File: src/source/rvTypes.sv
// RV32I shared types
package rvTypes;

    typedef logic [31:0] dataT;     // Data word
    typedef logic [31:0] instT;     // Instruction word
    typedef logic [4:0]  regAddrT;  // Register index

    // ALU operations
    typedef enum logic [3:0] {
        Add, Sub, And, Or, Xor,
        Slt, Sltu,                  // Signed / unsigned set-less-than
        Sll, Srl, Sra,
        PassB                       // Operand B straight through, for LUI
    } AluOp;

    // Next PC source
    typedef enum logic [1:0] {
        PcPlus4    = 2'd0,
        PcPlusImm  = 2'd1,          // Taken branch and JAL
        Rs1PlusImm = 2'd2           // JALR
    } PcSel;

    // Register write-back source
    typedef enum logic [1:0] {
        WbAlu     = 2'd0,
        WbMem     = 2'd1,
        WbPcPlus4 = 2'd2            // Link address
    } WbSel;

    // Major opcodes handled by the core
    typedef enum logic [6:0] {
        OpReg    = 7'b0110011,
        OpImm    = 7'b0010011,
        OpLoad   = 7'b0000011,
        OpStore  = 7'b0100011,
        OpBranch = 7'b1100011,
        OpJal    = 7'b1101111,
        OpJalr   = 7'b1100111,
        OpLui    = 7'b0110111,
        OpAuipc  = 7'b0010111
    } Opcode;

endpackage

File: src/source/memBus.sv
// Data memory bus
`timescale 1ns/1ps

interface memBus;
    import rvTypes::*;

    dataT addr;      // Byte address
    logic wrEnable;  // Write strobe, sampled at the rising edge
    dataT wrData;
    dataT rdData;    // Follows addr in the same cycle

    // Processor side
    modport master (output addr, output wrEnable, output wrData, input rdData);

    // Memory side
    modport slave (input addr, input wrEnable, input wrData, output rdData);

endinterface

File: src/source/Controller_RV32I.sv
// RV32I control decoder
`timescale 1ns/1ps

module Controller_RV32I (
    input  rvTypes::instT i_Inst,
    input  logic          i_IsEQ,         // rs1 == rs2
    input  logic          i_IsLT,         // rs1 < rs2, signed
    input  logic          i_IsLTU,        // rs1 < rs2, unsigned
    output rvTypes::AluOp o_AluControl,
    output logic          o_MemWrEnable,
    output logic          o_RegWrEnable,
    output logic          o_OperandASel,  // 1 selects the PC
    output logic          o_OperandBSel,  // 1 selects the immediate
    output rvTypes::WbSel o_RegWrDataSel,
    output rvTypes::PcSel o_PCNextSel);

    import rvTypes::*;

    logic [2:0] funct3;
    logic       funct7Alt;     // Bit 30, SUB and SRA
    logic       isRegOp;
    logic       branchTaken;
    AluOp       funcOp;        // Operation named by funct3

    assign funct3    = i_Inst[14:12];
    assign funct7Alt = i_Inst[30];
    assign isRegOp   = i_Inst[6:0] == OpReg;

    // ALU operation named by funct3
    always_comb begin
        case (funct3)
            3'b000: begin
                if (isRegOp && funct7Alt)
                    funcOp = Sub;      // SUB only in R format
                else
                    funcOp = Add;
            end
            3'b001: funcOp = Sll;
            3'b010: funcOp = Slt;
            3'b011: funcOp = Sltu;
            3'b100: funcOp = Xor;
            3'b101: begin
                if (funct7Alt)
                    funcOp = Sra;      // Also SRAI
                else
                    funcOp = Srl;
            end
            3'b110: funcOp = Or;
            default: funcOp = And;
        endcase
    end

    // Branch condition from the comparison flags
    always_comb begin
        case (funct3)
            3'b000:  branchTaken = i_IsEQ;    // BEQ
            3'b001:  branchTaken = ~i_IsEQ;   // BNE
            3'b100:  branchTaken = i_IsLT;    // BLT
            3'b101:  branchTaken = ~i_IsLT;   // BGE
            3'b110:  branchTaken = i_IsLTU;   // BLTU
            3'b111:  branchTaken = ~i_IsLTU;  // BGEU
            default: branchTaken = 1'b0;      // Reserved encodings never branch
        endcase
    end

    // Datapath control per opcode
    always_comb begin
        o_AluControl   = Add;
        o_MemWrEnable  = 1'b0;
        o_RegWrEnable  = 1'b0;
        o_OperandASel  = 1'b0;
        o_OperandBSel  = 1'b0;
        o_RegWrDataSel = WbAlu;
        o_PCNextSel    = PcPlus4;
        case (Opcode'(i_Inst[6:0]))
            OpReg: begin
                o_RegWrEnable = 1'b1;
                o_AluControl  = funcOp;
            end
            OpImm: begin
                o_RegWrEnable = 1'b1;
                o_AluControl  = funcOp;
                o_OperandBSel = 1'b1;
            end
            OpLoad: begin
                o_RegWrEnable  = 1'b1;
                o_OperandBSel  = 1'b1;        // Address is rs1 plus offset
                o_RegWrDataSel = WbMem;
            end
            OpStore: begin
                o_MemWrEnable = 1'b1;
                o_OperandBSel = 1'b1;
            end
            OpBranch: begin
                if (branchTaken)
                    o_PCNextSel = PcPlusImm;
            end
            OpJal: begin
                o_RegWrEnable  = 1'b1;
                o_RegWrDataSel = WbPcPlus4;   // Link
                o_PCNextSel    = PcPlusImm;
            end
            OpJalr: begin
                o_RegWrEnable  = 1'b1;
                o_RegWrDataSel = WbPcPlus4;
                o_PCNextSel    = Rs1PlusImm;
            end
            OpLui: begin
                o_RegWrEnable = 1'b1;
                o_AluControl  = PassB;
                o_OperandBSel = 1'b1;
            end
            OpAuipc: begin
                o_RegWrEnable = 1'b1;
                o_OperandASel = 1'b1;         // PC plus upper immediate
                o_OperandBSel = 1'b1;
            end
            default: o_PCNextSel = PcPlus4;   // Unknown opcode acts as a no-op
        endcase
    end

    // A store never writes back
    always_comb begin
        memRegExclusive: assert (!(o_MemWrEnable && o_RegWrEnable));
    end

endmodule

File: src/source/Decoder_RV32I.sv
// RV32I field and immediate decoder
`timescale 1ns/1ps

module Decoder_RV32I (
    input  rvTypes::instT    i_Inst,
    output rvTypes::regAddrT o_RS1,
    output rvTypes::regAddrT o_RS2,
    output rvTypes::regAddrT o_RD,
    output rvTypes::dataT    o_IMM);

    import rvTypes::*;

    // Register fields sit at fixed positions in every format
    assign o_RS1 = i_Inst[19:15];
    assign o_RS2 = i_Inst[24:20];
    assign o_RD  = i_Inst[11:7];

    // Immediate format follows the opcode
    always_comb begin
        case (Opcode'(i_Inst[6:0]))
            OpImm, OpLoad, OpJalr:            // I format
                o_IMM = {{20{i_Inst[31]}}, i_Inst[31:20]};
            OpStore:                          // S format
                o_IMM = {{20{i_Inst[31]}}, i_Inst[31:25], i_Inst[11:7]};
            OpBranch:                         // B format, bit 0 always zero
                o_IMM = {{19{i_Inst[31]}}, i_Inst[31], i_Inst[7],
                         i_Inst[30:25], i_Inst[11:8], 1'b0};
            OpLui, OpAuipc:                   // U format
                o_IMM = {i_Inst[31:12], 12'b0};
            OpJal:                            // J format
                o_IMM = {{11{i_Inst[31]}}, i_Inst[31], i_Inst[19:12],
                         i_Inst[20], i_Inst[30:21], 1'b0};
            default:
                o_IMM = '0;                   // R format has none
        endcase
    end

endmodule

File: src/source/RegisterFile.sv
// Integer register file
`timescale 1ns/1ps

module RegisterFile (
    input  logic             i_Clock,
    input  logic             i_rst,
    input  logic             i_WrEnable,
    input  rvTypes::regAddrT i_WrAddr,
    input  rvTypes::dataT    i_WrData,
    input  rvTypes::regAddrT i_RdAddrA,
    input  rvTypes::regAddrT i_RdAddrB,
    output rvTypes::dataT    o_RdDataA,
    output rvTypes::dataT    o_RdDataB);

    import rvTypes::*;

    dataT regs [32];

    always_ff @(posedge i_Clock) begin
        if (i_rst) begin
            for (int i = 0; i < 32; i++)
                regs[i] <= '0;
        end else if (i_WrEnable && i_WrAddr != '0) begin  // x0 writes dropped
            regs[i_WrAddr] <= i_WrData;
        end
    end

    // Asynchronous reads
    assign o_RdDataA = regs[i_RdAddrA];
    assign o_RdDataB = regs[i_RdAddrB];

    // x0 must hold zero through any instruction sequence
    x0Zero: assert property (@(posedge i_Clock) disable iff (i_rst) regs[0] == '0);

endmodule

File: src/source/Alu.sv
// Integer ALU and branch comparator
`timescale 1ns/1ps

module Alu (
    input  rvTypes::AluOp i_Op,
    input  rvTypes::dataT i_OperandA,
    input  rvTypes::dataT i_OperandB,
    input  rvTypes::dataT i_CompA,     // rs1 for branches
    input  rvTypes::dataT i_CompB,     // rs2 for branches
    output rvTypes::dataT o_Result,
    output logic          o_EQ,
    output logic          o_LT,
    output logic          o_LTU);

    import rvTypes::*;

    logic [4:0] shamt;
    assign shamt = i_OperandB[4:0];    // Shift amount, low five bits only

    always_comb begin
        case (i_Op)
            Add:     o_Result = i_OperandA + i_OperandB;
            Sub:     o_Result = i_OperandA - i_OperandB;
            And:     o_Result = i_OperandA & i_OperandB;
            Or:      o_Result = i_OperandA | i_OperandB;
            Xor:     o_Result = i_OperandA ^ i_OperandB;
            Slt:     o_Result = dataT'($signed(i_OperandA) < $signed(i_OperandB));
            Sltu:    o_Result = dataT'(i_OperandA < i_OperandB);
            Sll:     o_Result = i_OperandA << shamt;
            Srl:     o_Result = i_OperandA >> shamt;
            Sra:     o_Result = $unsigned($signed(i_OperandA) >>> shamt);  // Sign fill
            PassB:   o_Result = i_OperandB;
            default: o_Result = '0;
        endcase
    end

    // Branch flags, independent of the selected operation
    assign o_EQ  = i_CompA == i_CompB;
    assign o_LT  = $signed(i_CompA) < $signed(i_CompB);
    assign o_LTU = i_CompA < i_CompB;

endmodule

File: src/source/ProcessorSC.sv
// Single-cycle RV32I datapath
`timescale 1ns/1ps

module ProcessorSC #(
    parameter PC_WIDTH = 32)
(
    input  logic                i_Clock,
    input  logic                i_rst,
    output logic [PC_WIDTH-1:0] o_PgmAddr,   // Instruction byte address
    input  rvTypes::instT       i_PgmInst,
    memBus.master               dataBus);

    import rvTypes::*;

    logic [PC_WIDTH-1:0] pc;
    logic [PC_WIDTH-1:0] pcNext;
    logic [PC_WIDTH-1:0] pcPlus4;
    logic [PC_WIDTH-1:0] pcPlusImm;    // Branch and JAL target
    logic [PC_WIDTH-1:0] rs1PlusImm;   // Raw JALR sum
    logic [PC_WIDTH-1:0] jalrTarget;

    AluOp ctrlAluOp;
    logic ctrlMemWr, ctrlRegWr;
    logic ctrlOpASel, ctrlOpBSel;
    WbSel ctrlWbSel;
    PcSel ctrlPcSel;

    regAddrT rs1, rs2, rd;
    dataT    imm;
    dataT    rdDataA, rdDataB;         // Register read values
    dataT    operandA, operandB;
    dataT    aluResult;
    dataT    wbData;
    logic    isEQ, isLT, isLTU;

    Controller_RV32I ctrl (
        .i_Inst         (i_PgmInst),
        .i_IsEQ         (isEQ),
        .i_IsLT         (isLT),
        .i_IsLTU        (isLTU),
        .o_AluControl   (ctrlAluOp),
        .o_MemWrEnable  (ctrlMemWr),
        .o_RegWrEnable  (ctrlRegWr),
        .o_OperandASel  (ctrlOpASel),
        .o_OperandBSel  (ctrlOpBSel),
        .o_RegWrDataSel (ctrlWbSel),
        .o_PCNextSel    (ctrlPcSel));

    Decoder_RV32I dec (
        .i_Inst (i_PgmInst),
        .o_RS1  (rs1),
        .o_RS2  (rs2),
        .o_RD   (rd),
        .o_IMM  (imm));

    RegisterFile regs (
        .i_Clock    (i_Clock),
        .i_rst      (i_rst),
        .i_WrEnable (ctrlRegWr),
        .i_WrAddr   (rd),
        .i_WrData   (wbData),
        .i_RdAddrA  (rs1),
        .i_RdAddrB  (rs2),
        .o_RdDataA  (rdDataA),
        .o_RdDataB  (rdDataB));

    // Operand A is the PC only for AUIPC
    assign operandA = ctrlOpASel ? dataT'(pc) : rdDataA;
    assign operandB = ctrlOpBSel ? imm : rdDataB;

    Alu aluUnit (
        .i_Op       (ctrlAluOp),
        .i_OperandA (operandA),
        .i_OperandB (operandB),
        .i_CompA    (rdDataA),
        .i_CompB    (rdDataB),
        .o_Result   (aluResult),
        .o_EQ       (isEQ),
        .o_LT       (isLT),
        .o_LTU      (isLTU));

    // Next PC candidates
    assign pcPlus4    = pc + PC_WIDTH'(4);
    assign pcPlusImm  = pc + imm[PC_WIDTH-1:0];
    assign rs1PlusImm = rdDataA[PC_WIDTH-1:0] + imm[PC_WIDTH-1:0];
    assign jalrTarget = {rs1PlusImm[PC_WIDTH-1:1], 1'b0};  // LSB cleared

    always_comb begin
        case (ctrlPcSel)
            PcPlusImm:  pcNext = pcPlusImm;
            Rs1PlusImm: pcNext = jalrTarget;
            default:    pcNext = pcPlus4;
        endcase
    end

    always_ff @(posedge i_Clock) begin
        if (i_rst)
            pc <= '0;          // Fetch starts at address 0
        else
            pc <= pcNext;
    end

    // Write-back source
    always_comb begin
        case (ctrlWbSel)
            WbMem:     wbData = dataBus.rdData;
            WbPcPlus4: wbData = dataT'(pcPlus4);  // Link address
            default:   wbData = aluResult;
        endcase
    end

    // Data bus, address from the ALU and store data from rs2
    assign dataBus.addr     = aluResult;
    assign dataBus.wrData   = rdDataB;
    assign dataBus.wrEnable = ctrlMemWr & ~i_rst;  // No stray store while held in reset

    assign o_PgmAddr = pc;

    // A misaligned JALR target would break fetch
    pcAligned: assert property (@(posedge i_Clock) disable iff (i_rst)
        o_PgmAddr[1:0] == 2'b00);

endmodule

File: src/flat_wrapper.sv
// flat-port wrapper written by rule: the top's interface ports become plain ports
module ProcessorSC_flat import rvTypes::*;
#(
    parameter PC_WIDTH = 32)
  (i_Clock, i_rst, o_PgmAddr, i_PgmInst, dataBus_addr, dataBus_wrEnable, dataBus_wrData, dataBus_rdData);
  memBus dataBus_i ();
  input  logic i_Clock;
  input  logic i_rst;
  output logic [PC_WIDTH-1:0] o_PgmAddr;
  input  rvTypes::instT i_PgmInst;
  output wire logic [$bits(dataBus_i.addr)-1:0] dataBus_addr;
  output wire logic [$bits(dataBus_i.wrEnable)-1:0] dataBus_wrEnable;
  output wire logic [$bits(dataBus_i.wrData)-1:0] dataBus_wrData;
  input wire logic [$bits(dataBus_i.rdData)-1:0] dataBus_rdData;
  assign dataBus_addr = dataBus_i.addr;
  assign dataBus_wrEnable = dataBus_i.wrEnable;
  assign dataBus_wrData = dataBus_i.wrData;
  assign dataBus_i.rdData = dataBus_rdData;
  ProcessorSC #(.PC_WIDTH(PC_WIDTH)) u_core (.i_Clock(i_Clock), .i_rst(i_rst), .o_PgmAddr(o_PgmAddr), .i_PgmInst(i_PgmInst), .dataBus(dataBus_i));
endmodule
File: config.mk
export PLATFORM = sky130hd
export DESIGN_NAME = ProcessorSC_flat
export DESIGN_NICKNAME = d
export VERILOG_FILES = /design/src/source/rvTypes.sv /design/src/source/memBus.sv /design/src/source/Controller_RV32I.sv /design/src/source/Decoder_RV32I.sv /design/src/source/RegisterFile.sv /design/src/source/Alu.sv /design/src/source/ProcessorSC.sv /design/src/flat_wrapper.sv
export SDC_FILE = /design/constraint.sdc
export NUM_CORES = 2
export LEC_CHECK = 0
export BUFFER_PORTS_ARGS = -buffer_cell sky130_fd_sc_hd__buf_4
export CAP_MARGIN = 5
export CORE_AREA = 2 2 385 387
export CTS_CLUSTER_SIZE = 14
export DETAILED_ROUTE_END_ITERATION = 12
export DIE_AREA = 0 0 387 389
export PLACE_DENSITY = 0.71
export SLEW_MARGIN = 10
export SYNTH_ARGS = -nofsm -noshare
export SYNTH_HDL_FRONTEND = slang
export SYNTH_HIERARCHICAL = 1
export SYNTH_SLANG_ARGS = --single-unit
File: constraint.sdc
create_clock -name i_Clock -period 6.7 [get_ports i_Clock]
set_clock_uncertainty 0.05 [all_clocks]
set_input_delay 0.335 -clock i_Clock [delete_from_list [all_inputs] [get_ports i_Clock]]
set_output_delay 0.335 -clock i_Clock [all_outputs]
set_load 0.02 [all_outputs]
== Yosys cells after proc, flatten, opt, wreduce, memory -nomap -nowiden ==
Memories as Yosys holds them, arrays and structs flattened.
Index checks and enable logic that the tools add are counted.
Widths: inputs -> output; s select.

* RAM bits: 1024
* Memories kept: 1
* Output and inout bits: 97
* Logic and storage cells: 91
* Input bits: 66
* Bits in registers: 32

{| class="wikitable"
|+ Memory list
! memory !! depth !! bits a word !! read ports !! clocked after Yosys merged registers in !! write ports !! line !! text
|-
| u_core.regs.regs || 32 || 32 || 2 || 0 || 32 || RegisterFile.sv:17 || <nowiki>dataT regs [32];</nowiki>
|}

* Magnitude comparators: 4
* Multiplexer cells: 26
* Add/subtract/negate cells: 5
* Bitwise gates (word level): 8
* Shifts and indexed selects: 3
* Reduce and logical (&&, ||, !) cells: 12
* Equal/unequal tests: 31

{| class="wikitable"
|+ Operator list
! cell !! number
|-
| $pmux 32 s11 || 1
|-
| $pmux 32 s5 || 1
|-
| $lt 32x32->1 || 4
|-
| $pmux 32 s2 || 2
|-
| $add 32x32->32 || 3
|-
| $mux 32 || 3
|-
| $add 32x3->32 const B || 1
|-
| $and 32x32->32 || 1
|-
| $eq 32x32->1 || 1
|-
| $or 32x32->32 || 1
|-
| $reduce_or 32->1 || 1
|-
| $shl 32x5->32 || 1
|-
| $shr 32x5->32 || 1
|-
| $sshr 32x5->32 || 1
|-
| $sub 32x32->32 || 1
|-
| $xor 32x32->32 || 1
|-
| $pmux 4 s7 || 1
|-
| $eq 7x6->1 const B || 3
|-
| $eq 7x7->1 const B || 3
|-
| $eq 4x3->1 const B || 4
|-
| $eq 7x5->1 const B || 2
|-
| $mux 1 || 13
|-
| $eq 3x3->1 const B || 4
|-
| $eq 4x4->1 const B || 3
|-
| other kinds (22) || 32
|}

== Logic depth before layout (Yosys ltp) ==
* Word-level depth: 9
* Gate-level depth with buffers: 32
* Depth with buffers taken out: 27

== Cells and area by module ==
Netlist, hierarchy kept.

{| class="wikitable"
|+ Modules (own cells, without submodules)
! module !! cells an instance !! sequential area each (um2) !! area an instance (um2) !! instances
|-
| RegisterFile || 4605 || 30749.5 || 55888.6 || 1
|-
| Alu || 1389 || 0.0 || 9429.0 || 1
|-
| ProcessorSC || 871 || 640.6 || 6436.2 || 1
|-
| Decoder_RV32I || 94 || 0.0 || 659.4 || 1
|-
| Controller_RV32I || 45 || 0.0 || 302.8 || 1
|}

== Worst setup path after synthesis ==
OpenSTA, ideal clock, no wires.

* Path kind: in2reg
* Start: input i_PgmInst[21]
* End: memory u_core/regs/regs[10][20] (netlist name) (data pin)
* Slack: 0.666 ns
* Arrival time: 5.853 ns
* Data required time: 6.519 ns
* Cell stages on the path: 26
* Library setup time: 0.131 ns
* Path through: buf_4 buf_2 buf_2 buf_4 mux2i_1 a21oi_1 a31oi_1 nand3_1 mux2_2 clkbuf_1 inv_2 buf_2 buf_1 ha_1 o21bai_2 a211oi_2 o21bai_1 nor4b_4 o41a_1 a221oi_1 o211ai_1 o311ai_1 nand2_1 o21ai_0 clkbuf_1 and2_1

{| class="wikitable"
|+ RTL lines
! element !! line !! text
|-
| start, declared || flat_wrapper.sv:10 || <nowiki>input rvTypes::instT i_PgmInst;</nowiki>
|-
| end, declared || RegisterFile.sv:17 ||
|}

== Worst setup path in the final report ==
* Start: input i_PgmInst[16]
* End: output dataBus_addr[30]

* Cells in the longest elaborated chain, start to end: 4
* Elaborated cells between the ends (all ways): 13
* Those cells by class: add/sub: 2; shift: 3; mux: 4; bitwise: 3; memory: 1

{| class="wikitable"
|+ Ends and longest elaborated chain
! element !! line !! text
|-
| $mem_v2 32x32 * || n/a ||
|-
| via u_core.rdDataA[23] || ProcessorSC.sv:30 || <nowiki>dataT rdDataA, rdDataB;</nowiki>
|-
| $mux 32 * || ProcessorSC.sv:68 || <nowiki>assign operandA = ctrlOpASel ? dataT'(pc) : rdDataA;</nowiki>
|-
| via u_core.operandA[23] || ProcessorSC.sv:31 || <nowiki>dataT operandA, operandB;</nowiki>
|-
| $sub 32x32->32, or another cell as far along || Alu.sv:23 || <nowiki>Sub: o_Result = i_OperandA - i_OperandB;</nowiki>
|-
| $pmux 32 s11 * || Alu.sv:21 || <nowiki>case (i_Op)</nowiki>
|-
| end, declared || flat_wrapper.sv:11 || <nowiki>output wire logic [$bits(dataBus_i.addr)-1:0] dataBus_addr;</nowiki>
|}

The timed path passes the listed nets; every way through them passes the cells marked *.

==> results.ini <==
[yosys]
syn_area_per_cell_sq_um = 10.4
synth_compound_area_share_pct = 13.0
synth.cell_area_sq_um = 72700
synth_seq_cells = 1056
synth-xor-area-share_pct = 1.31
synth_edf_count = 1024
synth_cell_type_count = 112
synth_cells = 7004
synth_fa_ha_area_share_pct = 3.47
synth_simple_gate_area_share_pct = 16.7
synthMuxAreaShare_pct = 17.3
synthArstFlopShare_pct = 0
synth_top_family_by_area = multiplexers
synth_ff_type = edfxtp_1
ys_warn_count = 6
synth-seq-area-share_pct = 43.2

[pwr]
leakage_uw = 0.0346
p_total_uw = 21000
powerDensity_nw_per_um2 = 253
vdd_drop_max_v = 0.000225

[clock_tree]
cts_tree = built
htree_num_levels = 3
root_buffer = clkbuf_16
cts_buffer_depth = 3
clk_pin_slew_worst_paths_ns = 0.06
hold_buffers = 0
numCtsBuffers = 113
cts.sinks = 1056
worstSkewPairLatency_ns = 0.76

[layout]
multi_input_area_sq_um = 38100
final_area_sq_um = 83000
area_growth_syn_to_layout_pct = 14.1
drive_above_1_share_pct = 16.5
fin_nets = 7572
regArea_sq_um = 31400
final_util_pct = 56.6
fillers = 12500

[detailed_routing]
drtIter0Drc = 9889
dr.pass1.iters = 8
vias = 62800
vias_per_cell = 6.73
wl_mm = 306
drc = 0
routedWlPerCell_um = 32.7
final_antenna_net_count = 0

[grt]
grt_pass1_vias = 59800
grt_pass1_wl_mm = 429
met3_usage_pct = 12.1
grt.met1_usage_pct = 54.2
grt_overflow = 0
antenna_found_initial = 25
use_met2_pct = 55.5
grt_max_degree = 63
grt.busiest_layer = met2
grt_usage_pct = 39.3

[floorplan]
core_area_sq_um = 147000
initial_core_util_pct = 49.6
die_y_um = 389
ios = 163
die-area_sq_um = 151000
die_x_um = 387
rows = 141

[placed_design]
hpwl_mm = 216
routabilityCongestion = 1.03
dp_slack_ns = -0.0729
portBuffers = 162
place_area_sq_um = 79400

[sta]
finalSetupViolations = 0
final-hold-violation-count = 0
final_max_slew_viol_count = 0
final.setup.worst_slack_ns = 0.117
slew_headroom_pct = 9.47
max_clock_freq_mhz = 152
period_minus_slack_ns = 6.58
tightest_slew_ns = 1.35
final.period_utilization_pct = 98.3

[critical_path]
path_class = in -> out
cp-start-kind = input pin
crit_path_frequent_cell = buf_4
critPathMaxFanout = 31
endpoint_kind = primary output
crit_arrival_ns = 6.20
slowest_delay_ns = 0.54
required_ns = 6.31
cp_cell_sequence = buf_8 > buf_12 > buf_4 > buf_4 > mux2i_1 > a21oi_1 > a31oi_1 > nand3_1 > buf_4 > mux2_2 > inv_1 > ha_1 > a21o_1 > a211oi_1 > nor2b_1 > nand2_1 > o211a_1 > buf_4 > a31oi_1 > nand3_1 > o211ai_1 > buf_4 > buf_4 > buf_4
slowest_stage = a31oi_1

[status]
status = finished, final reports clean

[job]
max-cap-violations = 0

[worst_hold_path]
min_path_type = in -> reg

-- logic make-up after synthesis --
family	Yosys count
AO/OA/AOI/OAI	1418
other	1
adder cells (fa/ha/maj)	199
flip-flops	1056
AND/OR/NAND/NOR	2250
buffers and inverters	775
XOR/XNOR	109
multiplexers	1196
-- area by class of cell --
class | instances | share of cell area [%]
antenna | 11 | 0.0332
sequential | 1056 | 37.8
tap | 1930 | 2.91
inverter | 153 | 0.692
multi-input combinational | 5204 | 45.9
clock inverter | 57 | 0.602
timing repair buffer | 779 | 8.35
clock buffer | 149 | 3.65
-- layout by cell type (no fill, tap or decap), drive strengths merged, types with 28 or more instances in the layout --
master / synthesis / layout
a211oi: 46 / 46
nor2: 268 / 268
o211ai: 35 / 35
ha: 195 / 195
and2: 1006 / 1006
mux2: 77 / 77
xnor2: 63 / 63
buf: 282 / 779
a21oi: 411 / 411
inv: 152 / 152
mux2i: 1077 / 1077
mux4: 42 / 42
dfxtp: 32 / 32
a221oi: 31 / 31
nand2: 386 / 386
nor2b: 28 / 28
o21ai: 192 / 192
or2: 41 / 41
nand4: 29 / 29
conb: 1 / 32
edfxtp: 1024 / 1024
xor2: 46 / 46
a22oi: 239 / 239
a21o: 55 / 55
nor3: 109 / 109
a31oi: 87 / 87
clkbuf: 340 / 149
clkinv: 1 / 49
a22o: 138 / 138
nand3: 270 / 270
o21bai: 32 / 32
-- power breakdown --
part	leakage, uW	switching [uW]	internal, uW
combinational	0.0221	4760	2590
sequential	0.0108	138	7470
clock	0.00172	2660	3430
total	0.0346	7550	13500
-- sequential cells by signal, summed over array words and instances, names as in the netlist --
register,count
u_core/regs/regs,1024
u_core/o_PgmAddr,32
-- cells in the mapped netlist, drive strengths merged, types with 28 or more instances --
library cell,number,area (sq um)
mux2i,1077,10800
o21ai,192,961
a211oi,46,360
inv,152,571
nand3,270,1360
nand4,29,188
edfxtp,1024,30700
ha,195,2440
and2,1006,6290
xnor2,63,552
a221oi,31,278
o211ai,35,263
or2,41,257
clkbuf,340,1320
a21oi,411,2080
dfxtp,32,641
o21bai,32,244
nor2b,28,180
buf,282,1710
xor2,46,403
mux4,42,946
a31oi,87,551
nand2,386,1450
a22o,138,1210
nor3,109,546
a22oi,239,1790
nor2,268,1070
mux2,77,867
a21o,55,424
-- per-layer routing --
layer / vias up / routed length, um
li1: 26400 / -
met1: 30800 / 119000
met2: 4767 / 126000
met3: 847 / 43500
met4: 20 / 17200
met5: - / 127
-- metrics by stage --
| step | setup TNS [ns] | cells | hold WS [ns] |
|---|---|---|---|
| global route | -0.0648 | 9330 | 0.311 |
| detailed placement | -1.86 | 9120 | 0.605 |
| CTS | 0 | 9327 | 0.252 |
| floorplan | 0 | 7035 | 0.469 |
| finish | 0 | 9339 | 0.315 |
| global placement | -0.0632 | 9120 | 0.618 |
-- path summary, 6_finish.rpt --
path	from	to	slack [ns]	cells after the start
hold / removal	dataBus_rdData[5]	u_core/regs/regs[29][5]$_SDFFCE_PN0P_	0.32	5
setup / recovery	i_PgmInst[16]	dataBus_addr[30]	0.12	24
setup reg to reg	u_core/regs/regs[7][4]$_SDFFCE_PN0P_	u_core/regs/regs[2][31]$_SDFFCE_PN0P_	0.66	25
hold reg to reg	u_core/o_PgmAddr[0]$_SDFFE_PP0N_	u_core/o_PgmAddr[0]$_SDFFE_PP0N_	0.63	3
-- critical path: cells and delay by family --
kind	cells	cell delay, ns
buffers and inverters	10	2.10
AO/OA/AOI/OAI	7	1.89
AND/OR/NAND/NOR	4	0.87
multiplexers	2	0.61
adder cells (fa/ha/maj)	1	0.35
-- what timing repair did --
| action | CTS | global route |
|---|---|---|
| resized for setup | 0 | 6 |
| setup endpoints to repair | 1 | 7 |
| buffers inserted | 1 | 1 |
| pin swaps | 1 | 1 |
| cloned | 0 | 0 |
Note: power is estimated with default switching activity, not from simulation.
